File: config.mk
export PLATFORM = sky130hd
export DESIGN_NAME = dma_status
export DESIGN_NICKNAME = d
export VERILOG_FILES = /design/src/logic/dma_status.sv
export SDC_FILE = /design/constraint.sdc
export NUM_CORES = 1
export LEC_CHECK = 0
export ABC_CLOCK_PERIOD_IN_PS = 1900
export BUFFER_PORTS_ARGS = -buffer_cell sky130_fd_sc_hd__buf_2
export CORE_ASPECT_RATIO = 0.75
export CORE_UTILIZATION = 48
export DETAILED_ROUTE_END_ITERATION = 12
export GPL_TIMING_DRIVEN = 0
export PLACE_DENSITY_LB_ADDON = 0.25
export SYNTH_ARGS = -nofsm -noshare
export SYNTH_HDL_FRONTEND = slang
export SYNTH_SLANG_ARGS = --single-unit
File: constraint.sdc
create_clock -name clk -period 1.9 [get_ports clk]
set_input_delay 0.095 -clock clk [delete_from_list [all_inputs] [get_ports clk]]
set_output_delay 0.095 -clock clk [all_outputs]
set_load 0.005 [all_outputs]
File: src/logic/dma_status.sv
`timescale 1ns/1ns
`default_nettype none

module dma_status (
  input  wire         clk,
  input  wire         resetn,
  input  wire         busy,
  input  wire  [15:0] xfer_bytes,
  input  wire         nop_done,
  input  wire         reject,
  output logic        done,
  output logic [15:0] bytes_done,
  output logic        cmd_error
);

  logic busy_q;
  logic busy_fall;

  assign busy_fall = busy_q && !busy;

  always_ff @(posedge clk) begin
    if (!resetn) begin
      busy_q     <= 1'b0;
      done       <= 1'b0;
      bytes_done <= 16'd0;
      cmd_error  <= 1'b0;
    end else begin
      busy_q <= busy;
      done   <= busy_fall || nop_done;  // the two never coincide.
      if (busy_fall) begin
        bytes_done <= xfer_bytes;
      end else if (nop_done) begin
        bytes_done <= 16'd0;
      end
      // Sticky until reset.
      if (reject) begin
        cmd_error <= 1'b1;
      end
    end
  end

endmodule

`default_nettype wire

==> qor.csv <==
stage,metric,value,unit
timing,fmax,994,MHz
yosys,synth_edf_count,0,
floorplanning,ioPinCount,39,
critical_path,crit_slowest_cell,dfxtp_1,
clock_tree,cts_tree,built,
clock_tree,clkSlewWorstSetupHoldPaths,100,ps
floorplanning,initial_utilization,54.6,%
floorplanning,die_h,38.5,um
power,powerDensity,643,nW/um^2
global_route,antenna_found_initial,0,
yosys,synth-async-reset-ratio,0,%
route,routed_wl,1810,um
route,dr.pass1.iters,4,
finish,synthToLayoutAreaGrowth,29.7,%
timing,maxSlewHeadroom,76.2,%
critical_path,cp_max_fo,10,
worst_hold_path,hold_end,busy_q,
critical_path,worstSetupPathType,flop to flop,
job,maxCapViolCount,0,
yosys,ys_types,13,
global_route,gr-total-overflow,0,
power,leakage,0.473,nW
yosys,ys_top_cells_by_area,"dfxtp_1 45%, a21boi_2 13%, nand3b_2 13%",
place,hpwl,1370,um
route,ant_nets,0,
global_route,grt_pass1_vias,649,
timing,worst_pin_slew,357,ps
clock_tree,clock-root-buffer,clkbuf_4,
finish,drive_gt1_share,53.7,%
yosys,synth_commonest_cells,"19 x dfxtp_1, 16 x nand2_1, 10 x a21boi_2, 10 x nand3b_2",
route,drc,0,
critical_path,r2r_start,busy_q,
floorplanning,fp.dieW,50.7,um
route,via_per_inst,4.88,
clock_tree,cts_buffers,3,
worst_hold_path,hp-start,busy,
yosys,synth_top_area_share,44.6,%
yosys,synth-main-ff-cell,dfxtp_1,
timing,drv_slew,0,
route,drtIter0Drc,7,
critical_path,rrSetupSlack,890,ps
yosys,ys_seq_elements,19,
clock_tree,post_cts_resized,0,
timing,rsz0062_at_grt,false,
timing,setup_violations,0,
yosys,yosysTopAreaCell,dfxtp_1,
critical_path,crit_required,2090,ps
route,drt-wirelength-per-cell,12.8,um
critical_path,worstSetupStartpointType,flop,
yosys,synth.most_common_cell,dfxtp_1,
clock_tree,worst_skew_pair.late_latency,290,ps
yosys,yosysSeqAreaShare,44.6,%
global_route,grt.total_usage,21.1,%
yosys,synth_area,852,sq um
run_status,status,completed,
timing,final-hold-violation-count,0,
place,io_buffers,38,
global_route,grt_pass1_wl,2840,um
critical_path,slowest_delay,320,ps
critical_path,cp_common_cell,buf_6,
floorplanning,coreArea,1560,sq um
critical_path,worstPathArrival,1200,ps
critical_path,end_kind,flop,
timing,fin_crit_sh,52.9,%
worst_hold_path,whs_path_depth,2,
yosys,yosysWarnings,0,
finish,final_cells,142,
timing,fin_crit,1010,ps
critical_path,r2r-end,done,
floorplanning,row_count,12,
timing,tns,0,ps
yosys,synthCells,78,
global_route,grt_start_max_net_pins,11,
floorplanning,die_area,1950,sq um
finish,final_nets,143,
worst_hold_path,hp-class,input pin to flop,
clock_tree,clockBufferDepth,2,
clock_tree,h-tree-depth,1,
place,gp_congestion,0.720,
yosys,syn_area_per_cell,10.9,sq um
timing,final.setup_skew,2.33,ps
critical_path,r2r_cells,4,
finish,n_antenna_cell,0,
clock_tree,post_cts_buffers,0,
finish,fin_util,70.8,%
yosys,syn_nets,99,
place,post-place-cells,137,
clock_tree,clock-sinks,19,
route,vias,693,
critical_path,path_cells,"and2b_1, buf_6, buf_6, o21a_1",
power,ir_worst_vdd,0.666,mV
==> repair_timing <==
| action | CTS | global route |
|---|---|---|
| setup endpoints to repair | 0 | 0 |
| hold buffers | 0 | 1 |
| endpoints found under the hold margin | 0 | 1 |
==> metrics by stage <==
step | total power, W | hold WS [ps] | area (sq um) | setup WS (ps)
2_1_floorplan | 0.000475 | 205 | 852 | 953
3_3_place_gp | 0.000513 | 290 | 1070 | 920
3_5_place_dp | 0.000517 | 319 | 1070 | 900
4_1_cts | 0.000715 | 2.80 | 1090 | 884
5_1_grt | 0.000741 | 26.5 | 1100 | 854
6_report | 0.000710 | 20.7 | 1100 | 894
==> cell families after synthesis <==
group / synth area share (%)
AND/OR/NAND/NOR: 27.9
flip-flops: 44.6
AO/OA/AOI/OAI: 20.3
buffers and inverters: 7.20
==> worst max-delay path: cells and delay by family (launching register included) <==
family,cells,cell delay (ps)
flops,1,320
buf+inv,2,260
compound gates,1,170
simple gates,1,150
==> cell usage in the layout, fill, tap and decap left out <==
cell type and n:
clkbuf_1 3, o21a_1 2, and2_1 1, nand2b_1 1
buf_2 38, dfxtp_1 19, buf_12 1, dlygate4sd3_1 1
and2b_1 1, a21boi_0 6, nand3b_1 6, a21boi_2 10
clkbuf_4 3, buf_6 3, nand3b_2 10, nand2_1 16
==> worst max-delay path by stage <==
stage / start / endpoint / slack [ps]
4_1_cts: busy_q / done / 880
6_report: busy_q / done / 890
2_1_floorplan: busy_q / done / 950
3_5_place_dp: busy_q / done / 900
5_1_grt: busy_q / done / 850
3_3_place_gp: busy_q / done / 920
==> report_power, final <==
part	leakage [nW]	switching, W	internal (W)	total, W
clock network	0.0150	0.000120	0.0000817	0.000201
registers	0.155	0.00000616	0.000410	0.000416
logic	0.304	0.0000383	0.0000541	0.0000924
==> area by class of cell <==
type | instances | area (sq um)
buffer | 6 | 61.3
fill | 132 | 457
clock buffer | 4 | 26.3
sequential | 19 | 380
tap | 21 | 26.3
multi-input combinational | 53 | 410
timing repair buffer | 39 | 200
==> sequential cells by signal, indices dropped and copies added, names as in the netlist <==
signal	flops
bytes_done	16
busy_q	1
cmd_error	1
done	1
==> metal layers <==
layer  up-vias  global-route usage [%]  share of wire, %
met5         -                       0                 0
met4         0                    6.25              0.55
met3         2                    7.14               5.3
met2        19                    37.3                50
met1       324                    24.4                44
li1        348                       -                 -
(Power assumes the default switching activity.)
