### src/logic/vdma_config.svh
`ifndef VDMA_CONFIG_SVH
`define VDMA_CONFIG_SVH

// lane geometry of the vector processor.
`define VDMA_NUMLANES   4
`define VDMA_LANE_WIDTH 16
`define VDMA_LANE_AW    8

// main memory is byte addressed.
`define VDMA_BUS_AW     32

// one bus beat carries one word from every lane.
`define VDMA_BEAT_WIDTH (`VDMA_NUMLANES * `VDMA_LANE_WIDTH)
`define VDMA_BEAT_BYTES (`VDMA_BEAT_WIDTH / 8)

`endif

### src/logic/vdma_pkg.sv
`default_nettype none

`include "vdma_config.svh"

package vdma_pkg;

  // opcode field of the command word.
  typedef enum logic [1:0] {
    DMA_NOP   = 2'd0,
    DMA_LOAD  = 2'd1,
    DMA_STORE = 2'd2
  } dma_op_e;

  typedef enum logic [2:0] {
    IDLE       = 3'd0,
    LOAD_REQ   = 3'd1,
    READ_WAIT  = 3'd2,
    LOAD_DATA  = 3'd3,
    LANE_WRITE = 3'd4,
    STORE_REQ  = 3'd5,
    WRITE_WAIT = 3'd6,
    STORE_NEXT = 3'd7
  } dma_state_e;

  // decoded command as handed to the engine.
  typedef struct packed {
    dma_op_e                   op;
    logic [`VDMA_BUS_AW-1:0]   mem_base;   // byte address, beat aligned.
    logic [`VDMA_LANE_AW-1:0]  lane_base;
    logic [15:0]               len_bytes;  // always a whole number of beats.
  } dma_cmd_t;

  // request side of the main-memory data bus.
  typedef struct packed {
    logic [`VDMA_BUS_AW-1:0]      addr;
    logic                         en;
    logic                         wren;
    logic [`VDMA_BEAT_BYTES-1:0]  byteen;
    logic [`VDMA_BEAT_WIDTH-1:0]  wrdata;
  } dbus_req_t;

endpackage

`default_nettype wire

### src/logic/dma_cmd_decode.sv
`timescale 1ns/1ns
`default_nettype none

`include "vdma_config.svh"

module dma_cmd_decode (
  input  wire                 clk,
  input  wire                 resetn,
  input  wire                 cmd_valid,
  input  wire [31:0]          cmd_word,
  input  wire                 busy,
  output logic                start,
  output vdma_pkg::dma_cmd_t  cmd,
  output logic                nop_done,
  output logic                reject
);

  vdma_pkg::dma_op_e   op;
  logic [5:0]          beats;
  logic [15:0]         mem_index;
  vdma_pkg::dma_cmd_t  cmd_next;
  logic                engaged;
  logic                runnable;
  logic                accept;

  assign op        = vdma_pkg::dma_op_e'(cmd_word[31:30]);
  assign beats     = cmd_word[21:16];
  assign mem_index = cmd_word[15:0];

  // the length field counts beats, so the byte length is whole beats by construction.
  always_comb begin
    cmd_next.op        = op;
    cmd_next.lane_base = cmd_word[29:22];
    cmd_next.mem_base  = {{(`VDMA_BUS_AW-19){1'b0}}, mem_index, 3'b000};
    cmd_next.len_bytes = {7'd0, beats, 3'b000};
  end

  // the engine raises busy one cycle after start, so a pending start counts as busy too.
  assign engaged  = busy | start;
  assign runnable = ((op == vdma_pkg::DMA_LOAD) || (op == vdma_pkg::DMA_STORE)) &&
                    (beats != 6'd0);
  assign accept   = cmd_valid && !engaged;

  always_ff @(posedge clk) begin
    if (!resetn) begin
      start    <= 1'b0;
      nop_done <= 1'b0;
      reject   <= 1'b0;
    end else begin
      start    <= accept && runnable;
      nop_done <= accept && !runnable;  // nop, unknown opcode or zero beats.
      reject   <= cmd_valid && engaged;
    end
  end

  // held for the whole transfer, since a rejected command never reaches it.
  always_ff @(posedge clk) begin
    if (accept && runnable) begin
      cmd <= cmd_next;
    end
  end

endmodule

`default_nettype wire

### config.mk
export PLATFORM = sky130hd
export DESIGN_NAME = dma_cmd_decode
export DESIGN_NICKNAME = d
export VERILOG_FILES = /design/src/logic/vdma_pkg.sv /design/src/logic/dma_cmd_decode.sv
export VERILOG_INCLUDE_DIRS = /design/src /design/src/logic
export SDC_FILE = /design/constraint.sdc
export NUM_CORES = 1
export LEC_CHECK = 0
export BUFFER_PORTS_ARGS = -buffer_cell sky130_fd_sc_hd__buf_2
export CAP_MARGIN = 20
export CORE_MARGIN = 2
export CORE_UTILIZATION = 42
export CTS_CLUSTER_SIZE = 14
export DETAILED_ROUTE_END_ITERATION = 10
export GPL_TIMING_DRIVEN = 0
export PLACE_DENSITY_LB_ADDON = 0.1
export REMOVE_ABC_BUFFERS = 1
export SLEW_MARGIN = 40
export SYNTH_ARGS = -nofsm -noshare
export SYNTH_HDL_FRONTEND = slang
export SYNTH_SLANG_ARGS = --single-unit
### constraint.sdc
create_clock -name clk -period 3.73 [get_ports clk]
set_input_delay 0.746 -clock clk [delete_from_list [all_inputs] [get_ports clk]]
set_output_delay 0.746 -clock clk [all_outputs]
set_load 0.02 [all_outputs]
==> impl_summary.txt <==
----------------------------------------------------
[CTS]
  Clock transition at the registers of the reported paths ... 90 ps
  Total CTS buffers ... 5
  Sink count of the clock tree ... 35
  Number of H-tree levels ... 2
  CTS tree ... done
  Clock root cell ... clkbuf_4
  Clock Tree Buf Depth ... 2
  Number of resized instances in the post-cts repair step ... 0
  Clock insertion delay at the later pin of the skew report ... 320 ps
  Number of setup buffers added after CTS ... 0
  CTS Hold Bufs ... 0

[Worst setup path]
  Critical Path Source Type ... primary input
  Category of the worst setup path capture point ... register
  Register-to-register path setup slack ... 2180 ps
  Largest fanout on the critical path ... 32
  Critical Path AT ... 1950 ps
  CP required ... 3690 ps
  Classification of the worst setup path ... in2reg

[Die]
  Die area ... approximately 3500 µm²
  Placeable core region ... 2980 µm²
  Die extent in x ... 59.4 µm
  Starting density of the core ... 43.4%
  Site Rows ... 20
  IO Pins ... between 90 and 100
  Chip Height ... 59.4 µm

[Power and ir drop]
  Power share of the combinational group ... between 10% and 20%
  Part of the power in the clock network ... 25.1%
  Sw Share ... around a quarter
  Areal power density over the cells ... 435 nW/µm²
  Leakage component of the power ... 0.733 nW
  Internal power consumption ... 0.535 mW
  VDD IR max ... between 0.0002 and 0.00025 V
  Total net switching power ... 0.173 mW
  Relative contribution of sequential cells to total power ... 63.2%

[Flow run]
  Max-cap check violation count ... 0

[Logic synthesis]
  Distinct cells, synth ... 11
  Yosys reg bits ... 35
  Yosys Warn Count ... 0
  Sequential area share after synthesis ... 79.1%
  Instance count of the mapped netlist ... 72
  Avg Synthesized Cell Area ... approximately 18 µm²
  Cell Area, Synth ... 1290 µm²

[Detailed routing]
  Post-route DRC ... 0
  Average wire per standard cell ... around 12 µm
  Routed via count ... 774
  Router iterations before antenna repair ... 2
  Antenna-violating nets left ... 0
  Routed vias/inst ... 4.28
  Sum of routed wire length over all layers ... 2090 µm
  Count of routing violations after the opening detailed-route iteration ... 9

[Timing]
  Setup total negative slack ... 0 ps
  Final count of negative-setup-slack endpoints ... 0
  Max Clock Freq ... 504 MHz
  Final Critical Period ... 1990 ps
  Transition time at the pin with the least slew margin ... approximately 700 ps
  Layout Skew ... between 5 and 6 ps
  Fraction of the cycle the final worst path needs ... between 50% and 60%
  RSZ-0062 raised after global routing ... no
  Worst rel slew slack ... 53.0%
  Hold Vio Cnt, Final ... 0
  Final worst setup slack ... 1740 ps
  Final count of pins violating max slew ... 0

[Place]
  Minimum setup slack after placement ... approximately 1400 ps
  Cell area after placement ... 1580 µm²
  Routability cong. ... 0.642
  Count of buffers inserted at the top-level ports ... 70

[GRT]
  Initial antenna violation count ... 0
  Global-route wire length before repair ... about 2900 µm
  GRT overflow ... 0
  Pin count of the biggest net entering global routing ... 33
  Vias in the first global route ... 691
  All-layer global routing usage ... 12.0%

[Hold path]
  Class of the most critical hold timing path ... reg2reg

[Final layout]
  Final nets ... 184
  Layout Area Growth over Synthesis ... 26.1%
  Post-Layout Inst Area ... between 1500 and 2000 µm²
  Share of final-layout standard cells stronger than drive strength 1 ... between 50% and 60%
  Antenna fix cells ... 0

[Status]
  Run status ... finished, final reports clean

----------------------------------------------------
-- layout by cell type (no fill, tap or decap), types with 2 or more instances in the layout --
cell,count
buf_2,70
clkbuf_4,5
conb_1,26
dfxtp_1,3
edfxtp_1,32
nor2_1,3
nor4_2,2
-- logic make-up after synthesis --
group | Yosys count | synth area share (%)
AO/OA/AOI/OAI | 1 | 0.387
XOR/XNOR | 1 | 0.678
buffers and inverters | 26 | 15.1
flip-flops | 35 | 79.1
other | 1 | 0.290
AND/OR/NAND/NOR | 8 | 4.46
-- sequential cells by signal, indices dropped and copies added, names as in the netlist --
name,count
cmd,32
nop_done,1
reject,1
start,1
-- per-layer routing --
| metal | routed length (µm) | vias up | GRT usage, % | part of all wire, % |
|---|---|---|---|---|
| li1 | - | 357 | - | - |
| met1 | 709 | 350 | 12.0 | 34 |
| met2 | 979 | 62 | 18.5 | 47 |
| met3 | 355 | 5 | 8.08 | 17 |
| met4 | 42 | 0 | 6.82 | 2.0 |
| met5 | 0 | - | 0 | 0 |
-- power by group through the flow --
stage | sequential [mW] | clock (mW) | combinational [mW]
global route | 0.449 | 0.206 | 0.0897
floorplan | 0.474 | 0 | 0.0321
finish | 0.447 | 0.177 | 0.0832
detailed placement | 0.456 | 0 | 0.0836
global placement | 0.456 | 0 | 0.0822
CTS | 0.447 | 0.190 | 0.0836
-- layout make-up --
class / instances / area [µm²]
clock buffers: 5 / 37.5
fillers: 251 / 1350
clock inverters: 2 / 8.76
multi-input cells: 36 / 169
repair buffers: 70 / 350
flip-flops and latches: 35 / 1020
well taps: 33 / 41.3
-- metrics by stage --
step | hold slack [ps] | std cells | power [mW] | util [%]
floorplan | 575 | 71 | 0.506 | -
global placement | 446 | 174 | 0.538 | 53.1
detailed placement | 450 | 174 | 0.540 | 53.1
CTS | 476 | 181 | 0.720 | 54.7
global route | 490 | 181 | 0.745 | 54.7
finish | 479 | 181 | 0.708 | 54.7
-- Yosys cell counts (all sizes together) --
cell type	instances	area (µm²)
a21oi	1	5.00
nor2	3	11.3
and3	1	7.51
nand2	1	3.75
xnor2	1	8.76
and4	1	10.0
buf	26	195
nor4	2	25.0
conb	1	3.75
dfxtp	3	60.1
edfxtp	32	961
-- critical path: stages --
cell,delay [ps]
buf_2,110
xnor2_1,110
a21oi_1,250
and3_2,720
-- worst paths after layout --
path,from,to,cells after the start
min,start$_SDFF_PN0_,nop_done$_SDFF_PN0_,1
max,cmd_word[30],cmd[40]$_DFFE_PP_,4
max reg2reg,start$_SDFF_PN0_,cmd[40]$_DFFE_PP_,2
min reg2reg,start$_SDFF_PN0_,nop_done$_SDFF_PN0_,1
No activity file was read; power rests on OpenSTA's default activity.
