<file path="src/logic/vdma_config.svh">
`ifndef VDMA_CONFIG_SVH
`define VDMA_CONFIG_SVH

// lane geometry of the vector processor.
`define VDMA_NUMLANES   4
`define VDMA_LANE_WIDTH 16
`define VDMA_LANE_AW    8

// main memory is byte addressed.
`define VDMA_BUS_AW     32

// one bus beat carries one word from every lane.
`define VDMA_BEAT_WIDTH (`VDMA_NUMLANES * `VDMA_LANE_WIDTH)
`define VDMA_BEAT_BYTES (`VDMA_BEAT_WIDTH / 8)

`endif

</file>
<file path="src/logic/vdma_pkg.sv">
`default_nettype none

`include "vdma_config.svh"

package vdma_pkg;

  // opcode field of the command word.
  typedef enum logic [1:0] {
    DMA_NOP   = 2'd0,
    DMA_LOAD  = 2'd1,
    DMA_STORE = 2'd2
  } dma_op_e;

  typedef enum logic [2:0] {
    IDLE       = 3'd0,
    LOAD_REQ   = 3'd1,
    READ_WAIT  = 3'd2,
    LOAD_DATA  = 3'd3,
    LANE_WRITE = 3'd4,
    STORE_REQ  = 3'd5,
    WRITE_WAIT = 3'd6,
    STORE_NEXT = 3'd7
  } dma_state_e;

  // decoded command as handed to the engine.
  typedef struct packed {
    dma_op_e                   op;
    logic [`VDMA_BUS_AW-1:0]   mem_base;   // byte address, beat aligned.
    logic [`VDMA_LANE_AW-1:0]  lane_base;
    logic [15:0]               len_bytes;  // always a whole number of beats.
  } dma_cmd_t;

  // request side of the main-memory data bus.
  typedef struct packed {
    logic [`VDMA_BUS_AW-1:0]      addr;
    logic                         en;
    logic                         wren;
    logic [`VDMA_BEAT_BYTES-1:0]  byteen;
    logic [`VDMA_BEAT_WIDTH-1:0]  wrdata;
  } dbus_req_t;

endpackage

`default_nettype wire

</file>
<file path="src/logic/dma_engine.sv">
`timescale 1ns/1ns
`default_nettype none

`include "vdma_config.svh"

module dma_engine (
  input  wire                          clk,
  input  wire                          resetn,
  input  wire                          start,
  input  wire vdma_pkg::dma_cmd_t      cmd,
  input  wire [`VDMA_BEAT_WIDTH-1:0]   dbus_readdata,
  input  wire                          dbus_wait,
  input  wire                          dbus_data_valid,
  input  wire [`VDMA_BEAT_WIDTH-1:0]   lane_rddata,
  output vdma_pkg::dbus_req_t          dbus,
  output logic [`VDMA_LANE_AW-1:0]     lane_addr,
  output logic [`VDMA_NUMLANES-1:0]    lane_wren,
  output logic                         lane_rden,
  output logic [`VDMA_BEAT_WIDTH-1:0]  lane_wrdata,
  output logic                         busy,
  output logic [15:0]                  xfer_bytes
);

  localparam int BEAT_SHIFT = $clog2(`VDMA_BEAT_BYTES);

  vdma_pkg::dma_state_e           state;
  vdma_pkg::dma_state_e           state_next;
  logic [15:0]                    count;       // bytes moved so far.
  logic [15:0]                    count_step;
  logic                           last_beat;
  logic [`VDMA_LANE_AW-1:0]       beat_idx;
  logic [`VDMA_LANE_AW-1:0]       beat_idx_step;
  logic [`VDMA_BEAT_WIDTH-1:0]    beat_q;

  assign count_step    = count + 16'(`VDMA_BEAT_BYTES);
  assign last_beat     = (count_step == cmd.len_bytes);
  assign beat_idx      = count[BEAT_SHIFT +: `VDMA_LANE_AW];
  assign beat_idx_step = count_step[BEAT_SHIFT +: `VDMA_LANE_AW];

  always_ff @(posedge clk) begin
    if (!resetn) begin
      state <= vdma_pkg::IDLE;
      count <= 16'd0;
    end else begin
      state <= state_next;
      if ((state == vdma_pkg::IDLE) && start) begin
        count <= 16'd0;
      end else if ((state == vdma_pkg::LANE_WRITE) || (state == vdma_pkg::STORE_NEXT)) begin
        count <= count_step;
      end
    end
  end

  // read data normally arrives on the cycle the wait drops.
  // A memory that flags it one cycle later is still caught in LOAD_DATA.
  always_ff @(posedge clk) begin
    if (dbus_data_valid &&
        ((state == vdma_pkg::READ_WAIT) || (state == vdma_pkg::LOAD_DATA))) begin
      beat_q <= dbus_readdata;
    end
  end

  always_comb begin
    state_next = state;
    case (state)
      vdma_pkg::IDLE: begin
        if (start) begin
          state_next = (cmd.op == vdma_pkg::DMA_STORE) ? vdma_pkg::STORE_REQ :
                                                         vdma_pkg::LOAD_REQ;
        end
      end
      vdma_pkg::LOAD_REQ: state_next = vdma_pkg::READ_WAIT;
      vdma_pkg::READ_WAIT: begin
        if (!dbus_wait) begin
          state_next = vdma_pkg::LOAD_DATA;
        end
      end
      vdma_pkg::LOAD_DATA: state_next = vdma_pkg::LANE_WRITE;
      vdma_pkg::LANE_WRITE: begin
        state_next = last_beat ? vdma_pkg::IDLE : vdma_pkg::LOAD_REQ;
      end
      vdma_pkg::STORE_REQ: state_next = vdma_pkg::WRITE_WAIT;
      vdma_pkg::WRITE_WAIT: begin
        if (!dbus_wait) begin
          state_next = vdma_pkg::STORE_NEXT;
        end
      end
      vdma_pkg::STORE_NEXT: begin
        state_next = last_beat ? vdma_pkg::IDLE : vdma_pkg::STORE_REQ;
      end
      default: state_next = vdma_pkg::IDLE;
    endcase
  end

  // the scratchpad read has one cycle of latency.
  // Each store word is fetched in the cycle before its STORE_REQ.
  always_comb begin
    dbus.addr   = cmd.mem_base + {{(`VDMA_BUS_AW-16){1'b0}}, count};
    dbus.en     = 1'b0;
    dbus.wren   = 1'b0;
    dbus.byteen = '0;
    dbus.wrdata = lane_rddata;  // the scratchpad output holds until the next read.
    lane_addr   = cmd.lane_base + beat_idx;
    lane_wren   = '0;
    lane_rden   = 1'b0;
    case (state)
      vdma_pkg::IDLE: begin
        if (start && (cmd.op == vdma_pkg::DMA_STORE)) begin
          lane_rden = 1'b1;
          lane_addr = cmd.lane_base;
        end
      end
      vdma_pkg::LOAD_REQ: begin
        dbus.en     = 1'b1;
        dbus.byteen = '1;
      end
      vdma_pkg::LANE_WRITE: lane_wren = '1;
      vdma_pkg::STORE_REQ: begin
        dbus.en     = 1'b1;
        dbus.wren   = 1'b1;
        dbus.byteen = '1;
      end
      vdma_pkg::STORE_NEXT: begin
        if (!last_beat) begin
          lane_rden = 1'b1;
          lane_addr = cmd.lane_base + beat_idx_step;
        end
      end
      default: begin
      end
    endcase
  end

  assign lane_wrdata = beat_q;
  assign busy        = (state != vdma_pkg::IDLE);
  assign xfer_bytes  = count;  // equals the length once the engine is back in IDLE.

endmodule

`default_nettype wire

</file>
<file path="config.mk">
export PLATFORM = sky130hd
export DESIGN_NAME = dma_engine
export DESIGN_NICKNAME = d
export VERILOG_FILES = /design/src/logic/vdma_pkg.sv /design/src/logic/dma_engine.sv
export VERILOG_INCLUDE_DIRS = /design/src /design/src/logic
export SDC_FILE = /design/constraint.sdc
export NUM_CORES = 1
export LEC_CHECK = 0
export BUFFER_PORTS_ARGS = -buffer_cell sky130_fd_sc_hd__buf_2
export CORE_AREA = 10 10 142 144
export DETAILED_ROUTE_END_ITERATION = 8
export DIE_AREA = 0 0 152 154
export GPL_ROUTABILITY_DRIVEN = 1
export PLACE_DENSITY = 0.75
export SLEW_MARGIN = 20
export SYNTH_ARGS = -nofsm -noshare
export SYNTH_HDL_FRONTEND = slang
export SYNTH_SLANG_ARGS = --single-unit
</file>
<file path="constraint.sdc">
create_clock -name clk -period 5.9 [get_ports clk]
set_input_delay 1.77 -clock clk [delete_from_list [all_inputs] [get_ports clk]]
set_output_delay 1.77 -clock clk [all_outputs]
set_load 0.005 [all_outputs]
</file>
==> results.tsv <==
stage	metric	value	unit
outcome	status	finished clean	
die	core	17180	um^2
setup_path	slowest_delay	0.30	ns
die	fp.dieW	152	um
clocking	cts.htree.levels	3	
synthesis	synth.avg_cell_area	10.41	um^2
setup_path	cp_slowest_cell	and3_1	
synthesis	synth-edff-count	64	
place	port_buffers	253	
setup_path	path_common_cell	buf_2	
synthesis	async_flop_share	0	%
routing	num_vias	4368	
place	dp_hpwl	14880	um
place	dp.cells	911	
setup_path	r2r_cells	8	
global_route	grt.total_usage	14.21	%
final_layout	final-seq-area	2242	um^2
die	num_io_pins	391	
timing	setup_viol	0	
synthesis	synth_ff_type	edfxtp_1	
final_layout	final_cells	928	
routing	routed_wl	17430	um
pwr	pwr-share-clk	40.7	%
timing	finClkSkew	0.008690	ns
pwr	comb_power_share	15.2	%
worst_hold_path	holdPathEnd	xfer_bytes[15]	
timing	max_freq	0.1727	GHz
setup_path	cp.arrival	4.02	ns
final_layout	mostFrequentLayoutCells	buf_2, edfxtp_1, xnor2_1	
synthesis	synth_warnings	0	
timing	setup_slack	0.1112	ns
final_layout	syn_to_final_growth	24.50	%
final_layout	multiInputGateArea	2470	um^2
job	maxCapViolations	0	
timing	setup_tns	0	ns
timing	rsz0062_at_grt	false	
timing	worst_pin_slew	0.7430	ns
clocking	cts_tree	built	
pwr	ir_drop	116.2	uV
pwr	swShare	24.37	%
clocking	cts-root-buf	clkbuf_16	
routing	viasPerCell	4.707	
setup_path	r2r_start	xfer_bytes[4]	
final_layout	nFillCells	1683	
routing	drtIter0Drc	202	
synthesis	yosysTopAreaCellShare	35.64	%
final_layout	drive_above_1_share	42.74	%
timing	drv_slew	0	
worst_hold_path	hold_path.class	flop to flop	
synthesis	ys_seq_elements	80	
clocking	cts.sinks	80	
clocking	clock_path_buffers	2	
setup_path	r2r-end	state[2]	
final_layout	final_nets	919	
routing	post_drt_wl_per_cell	18.78	um
synthesis	synth.distinct_cells	64	
pwr	p_per_area	223.0	nW/um^2
timing	fin_crit_sh	98.11	%
routing	drtAntennaViolNets	0	
synthesis	synth_top_cells_by_area	edfxtp_1, buf_4, ha_1, dfxtp_1, xnor2_1	
place	dp_slack	-0.2408	ns
synthesis	synth_top_cell_by_area	edfxtp_1	
setup_path	worst-setup-path-type	input pin to primary output	
place	gp_congestion	0.8810	
worst_hold_path	holdPathStages	2	
clocking	cts_buffers	9	
die	die-height	154	um
synthesis	ys_seq_area_share	41.58	%
pwr	fin_total_pwr	1497	uW
global_route	grt_pass1_wl	26310	um
die	initial_core_util	31.40	%
clocking	postCtsHoldBufs	0	
pwr	power_frac_seq	44.1	%
clocking	clk_latency	0.33	ns
setup_path	crit_required	4.13	ns
synthesis	syn_area	5393	um^2
pwr	p_int	1133	uW
routing	firstDrtPassIters	4	
global_route	grt-ovfl-total	0	
die	dieArea	23410	um^2
timing	fin_crit	5.789	ns
setup_path	crit_path_max_fanout	3	
global_route	grt_max_degree	31	
setup_path	regToRegSetupSlack	2.90	ns
setup_path	worstSetupEndpointType	primary output	
final_layout	layout_commonest_cell	buf_2	
timing	relSlewSlack	50.24	%
setup_path	crit_path_start_kind	input pin	
global_route	grt_pass1_vias	4444	
routing	drc	0	
synthesis	netlist_instances	518	
worst_hold_path	min_from	xfer_bytes[15]	
setup_path	crit_chain	buf_2 -> ha_1 -> inv_1 -> fa_2 -> nor2b_1 -> o21a_1 -> o21ai_2 -> a211o_1 -> nand4_1 -> and3_1 -> o21ai_0 -> xnor2_1 -> buf_2	
timing	finalHoldViolations	0	
pwr	power_leakage	0.003013	uW
global_route	antenna_found_initial	3	
die	rows	48	
pwr	p_sw	364.9	uW
clocking	cts.clk_slew.worst_paths	0.06	ns
[Yosys cell counts, types with 7 or more instances]
library cell   n
nand2_1       28
nor2_1        34
a21oi_1       20
clkbuf_1       7
xnor2_1       36
xor2_1        27
buf_4         83
nor2b_1        9
nand3_1        7
dfxtp_1       16
ha_1          28
edfxtp_1      64
nor3_1        10
nor3b_1        8
o21ai_0       14
inv_1         18
[worst max path at each step]
stage / start / to / slack (ns) / depth (start not counted)
after detailed placement: cmd[27] / dbus[103] / -0.24 / 13
final: cmd[27] / dbus[101] / 0.11 / 13
after floorplan: cmd[27] / dbus[103] / 0.46 / 11
after CTS: cmd[27] / dbus[101] / 0.05 / 13
after global routing: cmd[27] / dbus[103] / 0.002 / 13
after global placement: cmd[27] / dbus[105] / -0.06 / 13
[per-stage QoR]
step	instance area [um^2]	utilization, %	hold WS, ns
2_1_floorplan	5400	-	0.5358
3_3_place_gp	6339	36.90	0.6267
3_5_place_dp	6339	36.90	0.6303
4_1_cts	6690	38.95	0.6588
5_1_grt	6711	39.07	0.6981
6_report	6714	39.09	0.6372
[registers in the layout (all words and copies together), names as in the netlist]
register     count
lane_wrdata     64
state            3
xfer_bytes      13
[power groups by stage]
| stage | Sequential, uW | Combinational, uW | Clock (uW) |
|---|---|---|---|
| finish | 660 | 228 | 609 |
| global route | 663 | 254 | 653 |
| CTS | 660 | 233 | 625 |
| detailed placement | 673 | 232 | 0 |
| global placement | 671 | 227 | 0 |
| floorplan | 673 | 153 | 0 |
[layout make-up]
cell class,count,share of cell area [%]
well taps,225,4.193
repair buffers,260,19.64
clock inverters,7,1.584
clock buffers,9,3.354
inverters,18,1.006
diodes,1,0.03727
multi-input cells,328,36.79
flip-flops and latches,80,33.40
[per-layer routing]
metal	vias up	GRT usage (%)	share of wire (%)
met2	214	25.50	51
met3	31	4.937	8.0
met1	2006	15.38	39
met5	-	0	0.075
li1	2115	-	-
met4	2	4.310	1.7
[critical path: cells and delay by family]
family | cells | cell delay [ns]
adder cells (fa/ha/maj) | 2 | 0.41
XOR/XNOR | 1 | 0.17
buffers and inverters | 3 | 0.33
AND/OR/NAND/NOR | 3 | 0.56
AO/OA/AOI/OAI | 4 | 0.76
[timing repair]
item	in CTS	in global routing
endpoints found under the hold margin	0	0
buffers inserted	0	0
setup endpoints to repair	6	8
pin swaps	0	3
resized for setup	4	5
[logic make-up after synthesis]
family | after synthesis | synth area share (%)
muxes | 5 | 0.9281
AOI/OAI and AO/OA | 84 | 10.90
DFF | 80 | 41.58
buffers and inverters | 112 | 13.67
other | 1 | 0.06954
xor gates and xnor gates | 65 | 11.07
adders and majority gates | 32 | 7.796
and+or+nand+nor | 139 | 13.99
(Power assumes the default switching activity.)
